File: src/include/addrFlags_defs.svh
`ifndef ADDRFLAGS_DEFS_SVH
`define ADDRFLAGS_DEFS_SVH

// Width of the datapath control vector
`define NUM_FLAGS 22

// Bus and register controls
`define SET_ADH_LOW        0
`define SET_ADL_TO_DATA    1
`define LOAD_ABL           2
`define LOAD_ABH           3
`define PC_INC             4
`define PC_DEC             5
`define SET_ADL_TO_PCL     6
`define SET_ADH_TO_PCH     7
`define SET_DB_TO_DATA     8
`define SET_INPUT_B_TO_DB  9
`define SET_SB_TO_DB       10
`define SET_ADL_TO_ALU     11
`define SET_ADH_TO_SB      12
`define SET_INPUT_A_TO_SB  13
`define SET_SB_TO_X        14
`define SET_SB_TO_Y        15
`define SET_SB_TO_ACC      16
`define SET_SB_TO_ALU      17
`define ALU_ADD            18

// Adder takes the carry kept from the previous add
`define ADD_CARRY          19
// Last step of the current mode
`define END_SEQ            20
// Address register loads straight from PC
`define LOAD_PC_AB         21

// Step codes
`define STEP_A0 2'b00
`define STEP_A1 2'b01
`define STEP_A2 2'b10

`define PC_RESET 16'h0200

`endif
File: src/design/cpuPkg.sv
package cpuPkg;

    typedef enum logic [2:0] {
        IMPLIED,
        IMMEDIATE,
        ZPG,
        ZPG_X,
        ZPG_Y,
        ABSOLUTE,
        ABS_X,
        ABS_Y
    } addrMode_t;

    typedef struct packed {
        logic [7:0] high;
        logic [7:0] low;
    } addrBytes_t;

    // One address seen whole or by byte
    typedef union packed {
        logic [15:0] word;
        addrBytes_t  bytes;
    } addrWord_t;

endpackage

File: src/design/addrCtrlIf.sv
`include "addrFlags_defs.svh"

interface addrCtrlIf;
    cpuPkg::addrMode_t     mode;
    logic [1:0]            step;
    logic                  active;
    logic [`NUM_FLAGS-1:0] flags;

    modport seq (
        output mode, step, active,
        input  flags
    );
    modport dec (
        input  mode, step, active,
        output flags
    );
    modport dp (
        input flags
    );
endinterface

File: src/design/addressUnit.sv
module addressUnit (
    input  logic              clk,
    input  logic              reset,
    input  logic              start,
    input  cpuPkg::addrMode_t mode,
    input  logic [7:0]        dataIn,
    input  logic              loadX,
    input  logic              loadY,
    output logic [15:0]       address,
    output logic [15:0]       pc,
    output logic              busy,
    output logic              done
);
    addrCtrlIf ctrlBus ();

    cycleSequencer sequencer (
        .clk    (clk),
        .reset  (reset),
        .start  (start),
        .modeIn (mode),
        .ctrl   (ctrlBus.seq),
        .busy   (busy),
        .done   (done)
    );

    addressingDecoder decoder (
        .ctrl (ctrlBus.dec)
    );

    addressDatapath datapath (
        .clk     (clk),
        .reset   (reset),
        .dataIn  (dataIn),
        .loadX   (loadX),
        .loadY   (loadY),
        .idle    (!busy),
        .ctrl    (ctrlBus.dp),
        .address (address),
        .pc      (pc)
    );
endmodule

File: src/design/addressDatapath.sv
`include "addrFlags_defs.svh"

module addressDatapath (
    input  logic        clk,
    input  logic        reset,
    input  logic [7:0]  dataIn,
    input  logic        loadX,
    input  logic        loadY,
    input  logic        idle,
    addrCtrlIf.dp       ctrl,
    output logic [15:0] address,
    output logic [15:0] pc
);
    cpuPkg::addrWord_t pcReg;
    cpuPkg::addrWord_t abReg;
    logic [7:0] xReg;
    logic [7:0] yReg;
    logic [7:0] aluReg;
    logic       carryReg;
    logic [7:0] db;
    logic [7:0] sb;
    logic [7:0] adl;
    logic [7:0] adh;
    logic [7:0] inputA;
    logic [7:0] inputB;
    logic       carryIn;
    logic [8:0] sum;

    assign db = ctrl.flags[`SET_DB_TO_DATA] ? dataIn : 8'h00;

    always_comb begin
        if (ctrl.flags[`SET_SB_TO_X]) begin
            sb = xReg;
        end else if (ctrl.flags[`SET_SB_TO_Y]) begin
            sb = yReg;
        end else if (ctrl.flags[`SET_SB_TO_ALU]) begin
            sb = aluReg;
        end else if (ctrl.flags[`SET_SB_TO_DB]) begin
            sb = db;
        end else begin
            sb = 8'h00;
        end
    end

    // 8-bit adder with optional stored carry
    assign inputA = ctrl.flags[`SET_INPUT_A_TO_SB] ? sb : 8'h00;
    assign inputB = ctrl.flags[`SET_INPUT_B_TO_DB] ? db : 8'h00;
    assign carryIn = ctrl.flags[`ADD_CARRY] & carryReg;
    assign sum = {1'b0, inputA} + {1'b0, inputB} + {8'h00, carryIn};

    always_comb begin
        if (ctrl.flags[`SET_ADL_TO_DATA]) begin
            adl = dataIn;
        end else if (ctrl.flags[`SET_ADL_TO_ALU]) begin
            adl = aluReg;
        end else if (ctrl.flags[`SET_ADL_TO_PCL]) begin
            adl = pcReg.bytes.low;
        end else begin
            adl = 8'h00;
        end
    end

    always_comb begin
        if (ctrl.flags[`SET_ADH_LOW]) begin
            adh = 8'h00;
        end else if (ctrl.flags[`SET_ADH_TO_SB]) begin
            adh = sb;
        end else if (ctrl.flags[`SET_ADH_TO_PCH]) begin
            adh = pcReg.bytes.high;
        end else begin
            adh = 8'h00;
        end
    end

    always_ff @(posedge clk) begin
        if (reset) begin
            pcReg.word <= `PC_RESET;
            abReg.word <= 16'h0000;
            xReg <= 8'h00;
            yReg <= 8'h00;
        end else begin
            if (ctrl.flags[`PC_INC]) begin
                pcReg.word <= pcReg.word + 16'd1;
            end
            if (ctrl.flags[`LOAD_PC_AB]) begin
                abReg.word <= pcReg.word;
            end else begin
                if (ctrl.flags[`LOAD_ABL]) begin
                    abReg.bytes.low <= adl;
                end
                if (ctrl.flags[`LOAD_ABH]) begin
                    abReg.bytes.high <= adh;
                end
            end
            // Index loads only between sequences
            if (idle && loadX) begin
                xReg <= dataIn;
            end
            if (idle && loadY) begin
                yReg <= dataIn;
            end
        end
    end

    always_ff @(posedge clk) begin
        if (ctrl.flags[`ALU_ADD]) begin
            aluReg <= sum[7:0];
            carryReg <= sum[8];
        end else if (ctrl.flags[`PC_INC]) begin
            // Absolute mode parks its low byte here
            aluReg <= inputB;
        end
    end

    assign address = abReg.word;
    assign pc = pcReg.word;

    adlOneSource: assert property (@(posedge clk) disable iff (reset)
        $onehot0({ctrl.flags[`SET_ADL_TO_DATA], ctrl.flags[`SET_ADL_TO_ALU],
                  ctrl.flags[`SET_ADL_TO_PCL]}))
        else $error("More than one ADL source selected");
endmodule

File: src/design/cycleSequencer.sv
`include "addrFlags_defs.svh"

module cycleSequencer (
    input  logic              clk,
    input  logic              reset,
    input  logic              start,
    input  cpuPkg::addrMode_t modeIn,
    addrCtrlIf.seq            ctrl,
    output logic              busy,
    output logic              done
);
    assign ctrl.active = busy;

    always_ff @(posedge clk) begin
        if (reset) begin
            busy <= 1'b0;
            done <= 1'b0;
            ctrl.step <= `STEP_A0;
            ctrl.mode <= cpuPkg::IMPLIED;
        end else begin
            done <= 1'b0;
            if (!busy) begin
                // Starts while busy are dropped
                if (start) begin
                    ctrl.mode <= modeIn;
                    ctrl.step <= `STEP_A0;
                    busy <= 1'b1;
                end
            end else if (ctrl.flags[`END_SEQ]) begin
                busy <= 1'b0;
                done <= 1'b1;
                ctrl.step <= `STEP_A0;
            end else begin
                ctrl.step <= ctrl.step + 2'd1;
            end
        end
    end

    doneOnePulse: assert property (@(posedge clk) disable iff (reset)
        done |=> !done)
        else $error("done held longer than one cycle");

    // Every mode must finish by A2
    stepInRange: assert property (@(posedge clk) disable iff (reset)
        busy |-> (ctrl.step <= `STEP_A2))
        else $error("step ran past A2");
endmodule

File: src/design/addressingDecoder.sv
`include "addrFlags_defs.svh"

module addressingDecoder (
    addrCtrlIf.dec ctrl
);
    logic useX;

    // Indexed modes differ only in the SB source
    assign useX = (ctrl.mode == cpuPkg::ZPG_X) || (ctrl.mode == cpuPkg::ABS_X);

    always_comb begin
        ctrl.flags = '0;
        if (ctrl.active) begin
            case (ctrl.mode)
                cpuPkg::IMPLIED: begin
                    if (ctrl.step == `STEP_A0) begin
                        ctrl.flags[`END_SEQ] = 1'b1;
                    end
                end
                cpuPkg::IMMEDIATE: begin
                    if (ctrl.step == `STEP_A0) begin
                        ctrl.flags[`LOAD_PC_AB] = 1'b1;
                        ctrl.flags[`PC_INC] = 1'b1;
                        ctrl.flags[`END_SEQ] = 1'b1;
                    end
                end
                cpuPkg::ZPG: begin
                    if (ctrl.step == `STEP_A0) begin
                        ctrl.flags[`SET_ADH_LOW] = 1'b1;
                        ctrl.flags[`SET_ADL_TO_DATA] = 1'b1;
                        ctrl.flags[`LOAD_ABH] = 1'b1;
                        ctrl.flags[`LOAD_ABL] = 1'b1;
                        ctrl.flags[`END_SEQ] = 1'b1;
                    end
                end
                cpuPkg::ZPG_X, cpuPkg::ZPG_Y: begin
                    if (ctrl.step == `STEP_A0) begin
                        // Operand plus index
                        ctrl.flags[`ALU_ADD] = 1'b1;
                        ctrl.flags[`SET_DB_TO_DATA] = 1'b1;
                        ctrl.flags[`SET_INPUT_B_TO_DB] = 1'b1;
                        ctrl.flags[`SET_SB_TO_X] = useX;
                        ctrl.flags[`SET_SB_TO_Y] = !useX;
                        ctrl.flags[`SET_INPUT_A_TO_SB] = 1'b1;
                    end else if (ctrl.step == `STEP_A1) begin
                        // Sum lands in page zero, carry dropped
                        ctrl.flags[`SET_ADH_LOW] = 1'b1;
                        ctrl.flags[`SET_ADL_TO_ALU] = 1'b1;
                        ctrl.flags[`LOAD_ABH] = 1'b1;
                        ctrl.flags[`LOAD_ABL] = 1'b1;
                        ctrl.flags[`END_SEQ] = 1'b1;
                    end
                end
                cpuPkg::ABSOLUTE: begin
                    if (ctrl.step == `STEP_A0) begin
                        ctrl.flags[`PC_INC] = 1'b1;
                        ctrl.flags[`SET_ADL_TO_PCL] = 1'b1;
                        ctrl.flags[`SET_ADH_TO_PCH] = 1'b1;
                        ctrl.flags[`LOAD_ABL] = 1'b1;
                        ctrl.flags[`LOAD_ABH] = 1'b1;
                        ctrl.flags[`SET_DB_TO_DATA] = 1'b1;
                        ctrl.flags[`SET_INPUT_B_TO_DB] = 1'b1;
                    end else if (ctrl.step == `STEP_A1) begin
                        // Low byte from the ALU register, high byte from the bus
                        ctrl.flags[`SET_ADL_TO_ALU] = 1'b1;
                        ctrl.flags[`LOAD_ABL] = 1'b1;
                        ctrl.flags[`SET_DB_TO_DATA] = 1'b1;
                        ctrl.flags[`SET_SB_TO_DB] = 1'b1;
                        ctrl.flags[`SET_ADH_TO_SB] = 1'b1;
                        ctrl.flags[`LOAD_ABH] = 1'b1;
                        ctrl.flags[`END_SEQ] = 1'b1;
                    end
                end
                cpuPkg::ABS_X, cpuPkg::ABS_Y: begin
                    if (ctrl.step == `STEP_A0) begin
                        ctrl.flags[`PC_INC] = 1'b1;
                        ctrl.flags[`SET_ADL_TO_PCL] = 1'b1;
                        ctrl.flags[`SET_ADH_TO_PCH] = 1'b1;
                        ctrl.flags[`LOAD_ABL] = 1'b1;
                        ctrl.flags[`LOAD_ABH] = 1'b1;
                        ctrl.flags[`ALU_ADD] = 1'b1;
                        ctrl.flags[`SET_DB_TO_DATA] = 1'b1;
                        ctrl.flags[`SET_INPUT_B_TO_DB] = 1'b1;
                        ctrl.flags[`SET_SB_TO_X] = useX;
                        ctrl.flags[`SET_SB_TO_Y] = !useX;
                        ctrl.flags[`SET_INPUT_A_TO_SB] = 1'b1;
                    end else if (ctrl.step == `STEP_A1) begin
                        // High byte takes only the low-byte carry
                        ctrl.flags[`SET_ADL_TO_ALU] = 1'b1;
                        ctrl.flags[`LOAD_ABL] = 1'b1;
                        ctrl.flags[`ALU_ADD] = 1'b1;
                        ctrl.flags[`ADD_CARRY] = 1'b1;
                        ctrl.flags[`SET_DB_TO_DATA] = 1'b1;
                        ctrl.flags[`SET_INPUT_B_TO_DB] = 1'b1;
                    end else if (ctrl.step == `STEP_A2) begin
                        ctrl.flags[`SET_SB_TO_ALU] = 1'b1;
                        ctrl.flags[`SET_ADH_TO_SB] = 1'b1;
                        ctrl.flags[`LOAD_ABH] = 1'b1;
                        ctrl.flags[`END_SEQ] = 1'b1;
                    end
                end
            endcase
        end

        assert (!(ctrl.flags[`END_SEQ] && ctrl.flags[`PC_DEC]) &&
                !(ctrl.flags[`SET_ADL_TO_ALU] && ctrl.flags[`SET_ADL_TO_PCL]))
            else $error("Conflicting control flags for mode %0d step %0d",
                        ctrl.mode, ctrl.step);
    end
endmodule

File: config.mk
export PLATFORM = sky130hd
export DESIGN_NAME = addressUnit
export DESIGN_NICKNAME = d
export VERILOG_FILES = /design/src/design/cpuPkg.sv /design/src/design/addrCtrlIf.sv /design/src/design/addressUnit.sv /design/src/design/addressDatapath.sv /design/src/design/cycleSequencer.sv /design/src/design/addressingDecoder.sv
export VERILOG_INCLUDE_DIRS = /design/src /design/src/include
export SDC_FILE = /design/constraint.sdc
export NUM_CORES = 1
export LEC_CHECK = 0
export BUFFER_PORTS_ARGS = -buffer_cell sky130_fd_sc_hd__buf_4
export CORE_UTILIZATION = 45
export CTS_CLUSTER_SIZE = 24
export DETAILED_ROUTE_END_ITERATION = 8
export MAX_ROUTING_LAYER = met4
export PLACE_DENSITY = 0.64
export SYNTH_ARGS = -nofsm -noshare
export SYNTH_HDL_FRONTEND = slang
export SYNTH_SLANG_ARGS = --single-unit
File: constraint.sdc
create_clock -name clk -period 8.5 [get_ports clk]
set_input_delay 0 -clock clk [delete_from_list [all_inputs] [get_ports clk]]
set_output_delay 0 -clock clk [all_outputs]
set_load 0.05 [all_outputs]
# After elaboration in Yosys (flattened, before gate mapping)
# Cells that the tools add are included.
dict set report totals {
  memories 0
  ramBits 0
  romBits 0
  ff_bits 64
  elab_cells 108
  latch_bits 0
  input_bits 16
  output_inout_bits 34
}
dict set report op_classes {
  bitwise 2
  eq_ne 9
  div 0
  n_mux 62
  reduce_logical 20
  n_addsub 4
  shift 0
  n_lt_le_gt_ge 0
  mul 0
}
# op n
set ops {}
lappend ops {{$mux 8} 17}
lappend ops {{$mux 2} 11}
lappend ops {{$mux 1} 18}
lappend ops {{$add 16x1->16 const B} 1}
lappend ops {{$mux 16} 1}
lappend ops {{$eq 3x3->1 const B} 4}
lappend ops {{$mux 3} 4}
lappend ops {{$mux 10} 1}
lappend ops {{$mux 5} 2}
lappend ops {{$add 8x8->9} 1}
lappend ops {{$add 9x1->9} 1}
lappend ops {{$pmux 2 s4} 1}
lappend ops {{$reduce_bool 2->1} 4}
lappend ops {{$reduce_or 2->1} 4}
lappend ops {{$reduce_or 4->1} 2}
lappend ops {{$eq 3x2->1 const B} 2}
lappend ops {{$pmux 1 s2} 3}
lappend ops {{$pmux 2 s3} 1}
lappend ops {{$reduce_or 3->1} 2}
lappend ops {{$mux 4} 1}
lappend ops {{$pmux 1 s4} 1}
lappend ops {{$eq 3x1->1 const B} 1}
lappend ops {{$logic_not 3->1} 1}
lappend ops {{$pmux 1 s3} 1}
lappend ops {{10 further kinds} 12}

# Depth between registers and ports, before layout
dict set report logic_depth {
  depth_word 15
  mapped_depth 13
  ltp_nobuf 12
}

# Modules after synthesis
# A second synthesis with hierarchy kept.
dict set report unflattened {
  hier_cells 516
  area_unflattened_um2 4070.2
}
# mod area_per_inst_um2 cells_each instances seq_area_each_um2
set by_module_without_submodules {}
lappend by_module_without_submodules {addressDatapath 3417.0 427 1 1231.2}
lappend by_module_without_submodules {addressingDecoder 387.9 61 1 0.0}
lappend by_module_without_submodules {cycleSequencer 261.5 27 1 140.1}
lappend by_module_without_submodules {addressUnit 3.8 1 1 0.0}

# Worst setup path before layout
# Ideal clock, no wire load.
dict set report synth_path {
  kind {reg-to-reg}
  from {register sequencer.busy}
  to {register datapath.aluReg[6] (data pin)}
  required_ns 8.240
  period_less_slack_ns 3.367
  arrival_ns 3.107
  path_buffers 1
  setup_ns 0.260
  path_stages_with_launch 12
  path_slack_ns 5.133
  cell_sequence {dfxtp_1 buf_4 nand2_2 a21o_1 or2_1 fa_1 fa_1 nor2b_1 o31a_1 o22ai_1 xnor2_1 mux2_2}
}
dict set report synth_via {
  elab_chain_cells 10
  elab_cells_between_ends 14
  classes_between {add/sub (2); mux (11); bitwise (1)}
}
# element line
set synth_lines {}
lappend synth_lines {{start, declared} cycleSequencer.sv:9} ;# output logic busy,
lappend synth_lines {{start signal, assigned} cycleSequencer.sv:16} ;# busy <= 1'b0;
lappend synth_lines {{start signal, assigned} cycleSequencer.sv:27} ;# busy <= 1'b1;
lappend synth_lines {{start signal, assigned} cycleSequencer.sv:30} ;# busy <= 1'b0;
lappend synth_lines {{$mux 10} addressingDecoder.sv:13} ;# if (ctrl.active) begin
lappend synth_lines {{$mux 8} addressDatapath.sv:29} ;# assign db = ctrl.flags[`SET_DB_TO_DATA] ? dataIn : 8'h00;
lappend synth_lines {{$mux 8} addressDatapath.sv:38} ;# end else if (ctrl.flags[`SET_SB_TO_DB]) begin
lappend synth_lines {{$mux 8} addressDatapath.sv:36} ;# end else if (ctrl.flags[`SET_SB_TO_ALU]) begin
lappend synth_lines {{$mux 8} addressDatapath.sv:34} ;# end else if (ctrl.flags[`SET_SB_TO_Y]) begin
lappend synth_lines {{$mux 8} addressDatapath.sv:32} ;# if (ctrl.flags[`SET_SB_TO_X]) begin
lappend synth_lines {{$mux 8} addressDatapath.sv:46} ;# assign inputA = ctrl.flags[`SET_INPUT_A_TO_SB] ? sb : 8'h00;
lappend synth_lines {{$add 8x8->9} addressDatapath.sv:49} ;# assign sum = {1'b0, inputA} + {1'b0, inputB} + {8'h00, carryIn};
lappend synth_lines {{$add 9x1->9} addressDatapath.sv:49}
lappend synth_lines {{$mux 8 *} addressDatapath.sv:106} ;# if (ctrl.flags[`ALU_ADD]) begin
lappend synth_lines {{end signal, assigned} addressDatapath.sv:107} ;# aluReg <= sum[7:0];
lappend synth_lines {{end signal, assigned} addressDatapath.sv:111} ;# aluReg <= inputB;
lappend synth_lines {{end, declared} addressDatapath.sv:18} ;# logic [7:0] aluReg;
# Every way passes the cells marked *; elsewhere a longest branch is shown, timed or not. The select of a mux whose other input is x is not followed.
# A chain may end at the register's enable or synchronous reset.

# Final worst setup path
dict set report layout_path {
  from {register sequencer.ctrl.step[0]}
  to {register datapath.aluReg[6] (data pin)}
}
dict set report layout_via {
  elab_chain_cells 14
  elab_cells_between_ends 37
  classes_between {add/sub (2); eq/ne (2); mux (31); bitwise (1); reduce/logical (1)}
}
# element line
set layout_lines {}
lappend layout_lines {{start, declared} addrCtrlIf.sv:10} ;# output mode, step, active,
lappend layout_lines {{start signal, assigned} cycleSequencer.sv:18} ;# ctrl.step <= `STEP_A0;
lappend layout_lines {{start signal, assigned} cycleSequencer.sv:26} ;# ctrl.step <= `STEP_A0;
lappend layout_lines {{start signal, assigned} cycleSequencer.sv:32} ;# ctrl.step <= `STEP_A0;
lappend layout_lines {{$eq 2x1->1 (no source line)} n/a}
lappend layout_lines {{$mux 2 or $mux 1 (tied branches)} {addressingDecoder.sv:87, addressingDecoder.sv:63}}
lappend layout_lines {{$mux 2 or $mux 1 (tied branches)} {addressingDecoder.sv:75, addressingDecoder.sv:55}}
lappend layout_lines {{$pmux 2 s3} addressingDecoder.sv:14} ;# case (ctrl.mode)
lappend layout_lines {{$mux 10} addressingDecoder.sv:13}
lappend layout_lines {{$mux 8} addressDatapath.sv:29}
lappend layout_lines {{$mux 8} addressDatapath.sv:38}
lappend layout_lines {{$mux 8} addressDatapath.sv:36}
lappend layout_lines {{$mux 8} addressDatapath.sv:34}
lappend layout_lines {{$mux 8} addressDatapath.sv:32}
lappend layout_lines {{$mux 8} addressDatapath.sv:46}
lappend layout_lines {{$add 8x8->9} addressDatapath.sv:49}
lappend layout_lines {{$add 9x1->9} addressDatapath.sv:49}
lappend layout_lines {{$mux 8 *} addressDatapath.sv:106}
# Marks and branches as above.

==> flow_summary.ini <==
[power]
leakagePower_uw = 0.00172
powerDensity_nw_per_um2 = 155
max-vdd-ir-drop_v = 0.0000664
finalPower_uw = 659

[sta]
setup_viol = 0
setup_tns_ns = 0
drv_slew = 0
finalCriticalPeriod_ns = 3.71
period_share = 0.437
hold_viol = 0
finalClockSkew_ns = 0.0104
relSlewSlack = 0.221
rsz0062_at_grt = false
max_freq_mhz = 269
tightest_slew_ns = 1.16
fin_hold_ws_ns = 0.120

[layout]
fin_util = 0.553
layout-drive-gt1-share = 0.194
n_antenna_cell = 0
fin_nets = 456
fill_cells = 727
mostFrequentLayoutCell = dfxtp_1
final-instance-count-excl-fill = 534
mostFrequentLayoutCells = 55 x dfxtp_1, 50 x nor2_1, 49 x buf_4, 19 x mux2i_1, 18 x nand2_1
syn2layout_area_growth_pct = 19.7

[setup_path]
critPathLaunchType = flop
cpPeakStageDelay_ns = 0.49
critPathBufInv = 1
crit_fanout = 14
crit_top_cell = fa_1
arrival_ns = 3.82
cp_top_family = adder cells
critical_path_required_ns = 8.61
rr_startpoint = sequencer.ctrl.step[0]
ff2ff_path_depth = 12
cp_slowest_cell = ha_1
cp.depth = 12
r2r_end = datapath.aluReg[6]
cp-end-kind = flop
rrSetupSlack_ns = 4.79
worstSetupPathType = reg2reg
cp_cell_sequence = inv_1, ha_1, nand2_2, a21o_1, or2_1, fa_1, fa_1, nor2b_1, o31a_1, o22ai_1, xnor2_1, mux2_2
startpoint = sequencer.ctrl.step[0]
cp-endpoint = datapath.aluReg[6]

[placed_design]
routabilityCongestion = 0.916
placedCellCount = 506
dp_hpwl_microns = 6670
io_buffers = 49

[floorplanning]
core_sq_um = 7690
dieArea_sq_um = 8260
start_util = 0.462
io_pins = 50
die_w_microns = 90.9
die_h_microns = 90.9
num_rows = 32

[cts]
path_clk_slew_ns = 0.08
cts_root_buffer = clkbuf_8
cts_buffer_depth = 2
post_cts_resize_count = 0
cts_made_buffers = 9
h-tree-depth = 3
clock-sinks = 64
cts_tree = yes
clk_latency_ns = 0.35

[global_routing]
grt_pass1_wl_microns = 15300
grt_max_degree = 54
gr-total-overflow = 0
first_global_vias = 2888
track_usage = 0.245
antenna_found_initial = 0

[synth]
synth_edf_count = 9
synth_top_area_cell = dfxtp_1
seq_area_frac_synth = 0.386
synth_flop_cell = dfxtp_1
yosysTopAreaCellShare = 0.310
synth_cells = 374
ys_seq_elements = 64
synthArstFlopShare = 0
synth_area_leaders = dfxtp_1 31%, edfxtp_1 7.6%, mux2i_1 5.4%
synth_nets = 403
avgSynthCellArea_sq_um = 9.50
yosysWarnings = 0
synth.distinct_cells = 64
synth.cell_area_sq_um = 3550

[hold_path]
hp-class = in2reg
holdPathStages = 2

[outcome]
outcome = completed

[routing]
drcViolationCount = 0
finalWirelength_microns = 9290
firstDrtPassIters = 7
viasPerCell = 5.81
wire_per_inst_microns = 17.4
vias = 3104
drtIter0Drc = 286
drtAntennaViolNets = 0

[flow_run]
drv_cap = 0
==> kinds of logic (layout without fill, tap and decap cells) <==
family / Yosys count / after routing / share of synthesized area
buffers and inverters: 27 / 85 / 0.0398
muxes: 25 / 25 / 0.0732
DFF: 64 / 64 / 0.386
xor gates and xnor gates: 19 / 19 / 0.0468
AOI/OAI and AO/OA: 84 / 84 / 0.190
adders and majority gates: 13 / 13 / 0.0500
and+or+nand+nor: 142 / 142 / 0.214
==> worst min-delay path by stage <==
stage          start                     end  slack, ns
3_3_place_gp   start  sequencer.ctrl.step[0]       0.20
2_1_floorplan  start  sequencer.ctrl.step[0]       0.09
3_5_place_dp   start  sequencer.ctrl.step[0]       0.21
6_report       reset          sequencer.busy       0.12
5_1_grt        reset  sequencer.ctrl.mode[1]       0.15
4_1_cts        reset         datapath.pc[12]       0.12
==> state kept, by name, indices dropped and copies added, names as in the netlist <==
signal	flops
datapath.xReg	8
sequencer.busy	1
datapath.carryReg	1
sequencer.done	1
sequencer.ctrl.mode	3
datapath.yReg	8
sequencer.ctrl.step	2
datapath.pc	16
datapath.address	16
datapath.aluReg	8
==> worst reg2reg max path, stage by stage (launching register included) <==
cell     delay [ns]
dfxtp_1        0.33
inv_1          0.10
ha_1           0.49
nand2_2        0.29
a21o_1         0.30
or2_1          0.27
fa_1           0.44
fa_1           0.42
nor2b_1        0.17
o31a_1         0.17
o22ai_1        0.11
xnor2_1        0.13
mux2_2         0.25
==> cell type report <==
type	instances	area, sq um	share of cell area
Multi-Input combinational cell	283	2040	0.480
Sequential cell	64	1370	0.322
Timing Repair Buffer	61	488	0.115
Clock buffer	11	141	0.0332
Tap cell	102	128	0.0300
Clock inverter	5	55.1	0.0129
Inverter	8	30.0	0.00706
==> where the power goes <==
group	internal (uW)	switching, uW	total (uW)	leakage [uW]
sequential	314	10.5	324	0.000545
clock	143	124	267	0.000104
combinational	28.4	39.5	67.9	0.00107
total	486	174	659	0.00172
==> metal layers <==
layer / global-route usage / wire length [microns] / vias up / share of wire
met3: 0.0387 / 421 / 17 / 0.045
li1: - / - / 1499 / -
met4: 0.0966 / 234 / 0 / 0.025
met1: 0.317 / 4270 / 1492 / 0.46
met2: 0.384 / 4360 / 96 / 0.47
met5: - / 0 / - / 0
==> through the flow <==
stage                     setup WS, ns  instance area [sq um]
after CTS                         4.82                   4250
after global placement            4.93                   3940
final                             4.79                   4250
after global routing              4.56                   4250
after detailed placement          4.83                   3940
after floorplan                   5.13                   3550
==> timing repair <==
| action | 4_1_cts | 5_1_grt |
|---|---|---|
| setup buffers | 0 | 0 |
| endpoints found under the hold margin | 20 | 0 |
| hold buffers | 12 | 0 |
==> synth_stat cells (2+ instances only) <==
master     count
dfxtp_1       55
nor2_1        50
mux2i_1       19
nand2_1       18
and2_1        13
a21oi_1       12
xor2_1        12
a221o_1       11
ha_1          11
edfxtp_1       9
nand4_1        9
o2bb2ai_1      9
a222oi_1       8
nor3b_1        8
o22ai_1        8
clkbuf_1       7
inv_1          7
nand3_1        7
nor2b_1        7
xnor2_1        7
a311oi_1       6
nor3_1         6
and3_1         5
buf_2          5
o21ai_0        4
o21ai_1        4
a22oi_1        3
buf_4          3
buf_6          3
mux2_2         3
nand2b_1       3
o21a_1         3
or2_2          3
and4_1         2
fa_1           2
mux2_1         2
nand2_2        2
or3_1          2
Note: power is estimated with default switching activity, not from simulation.
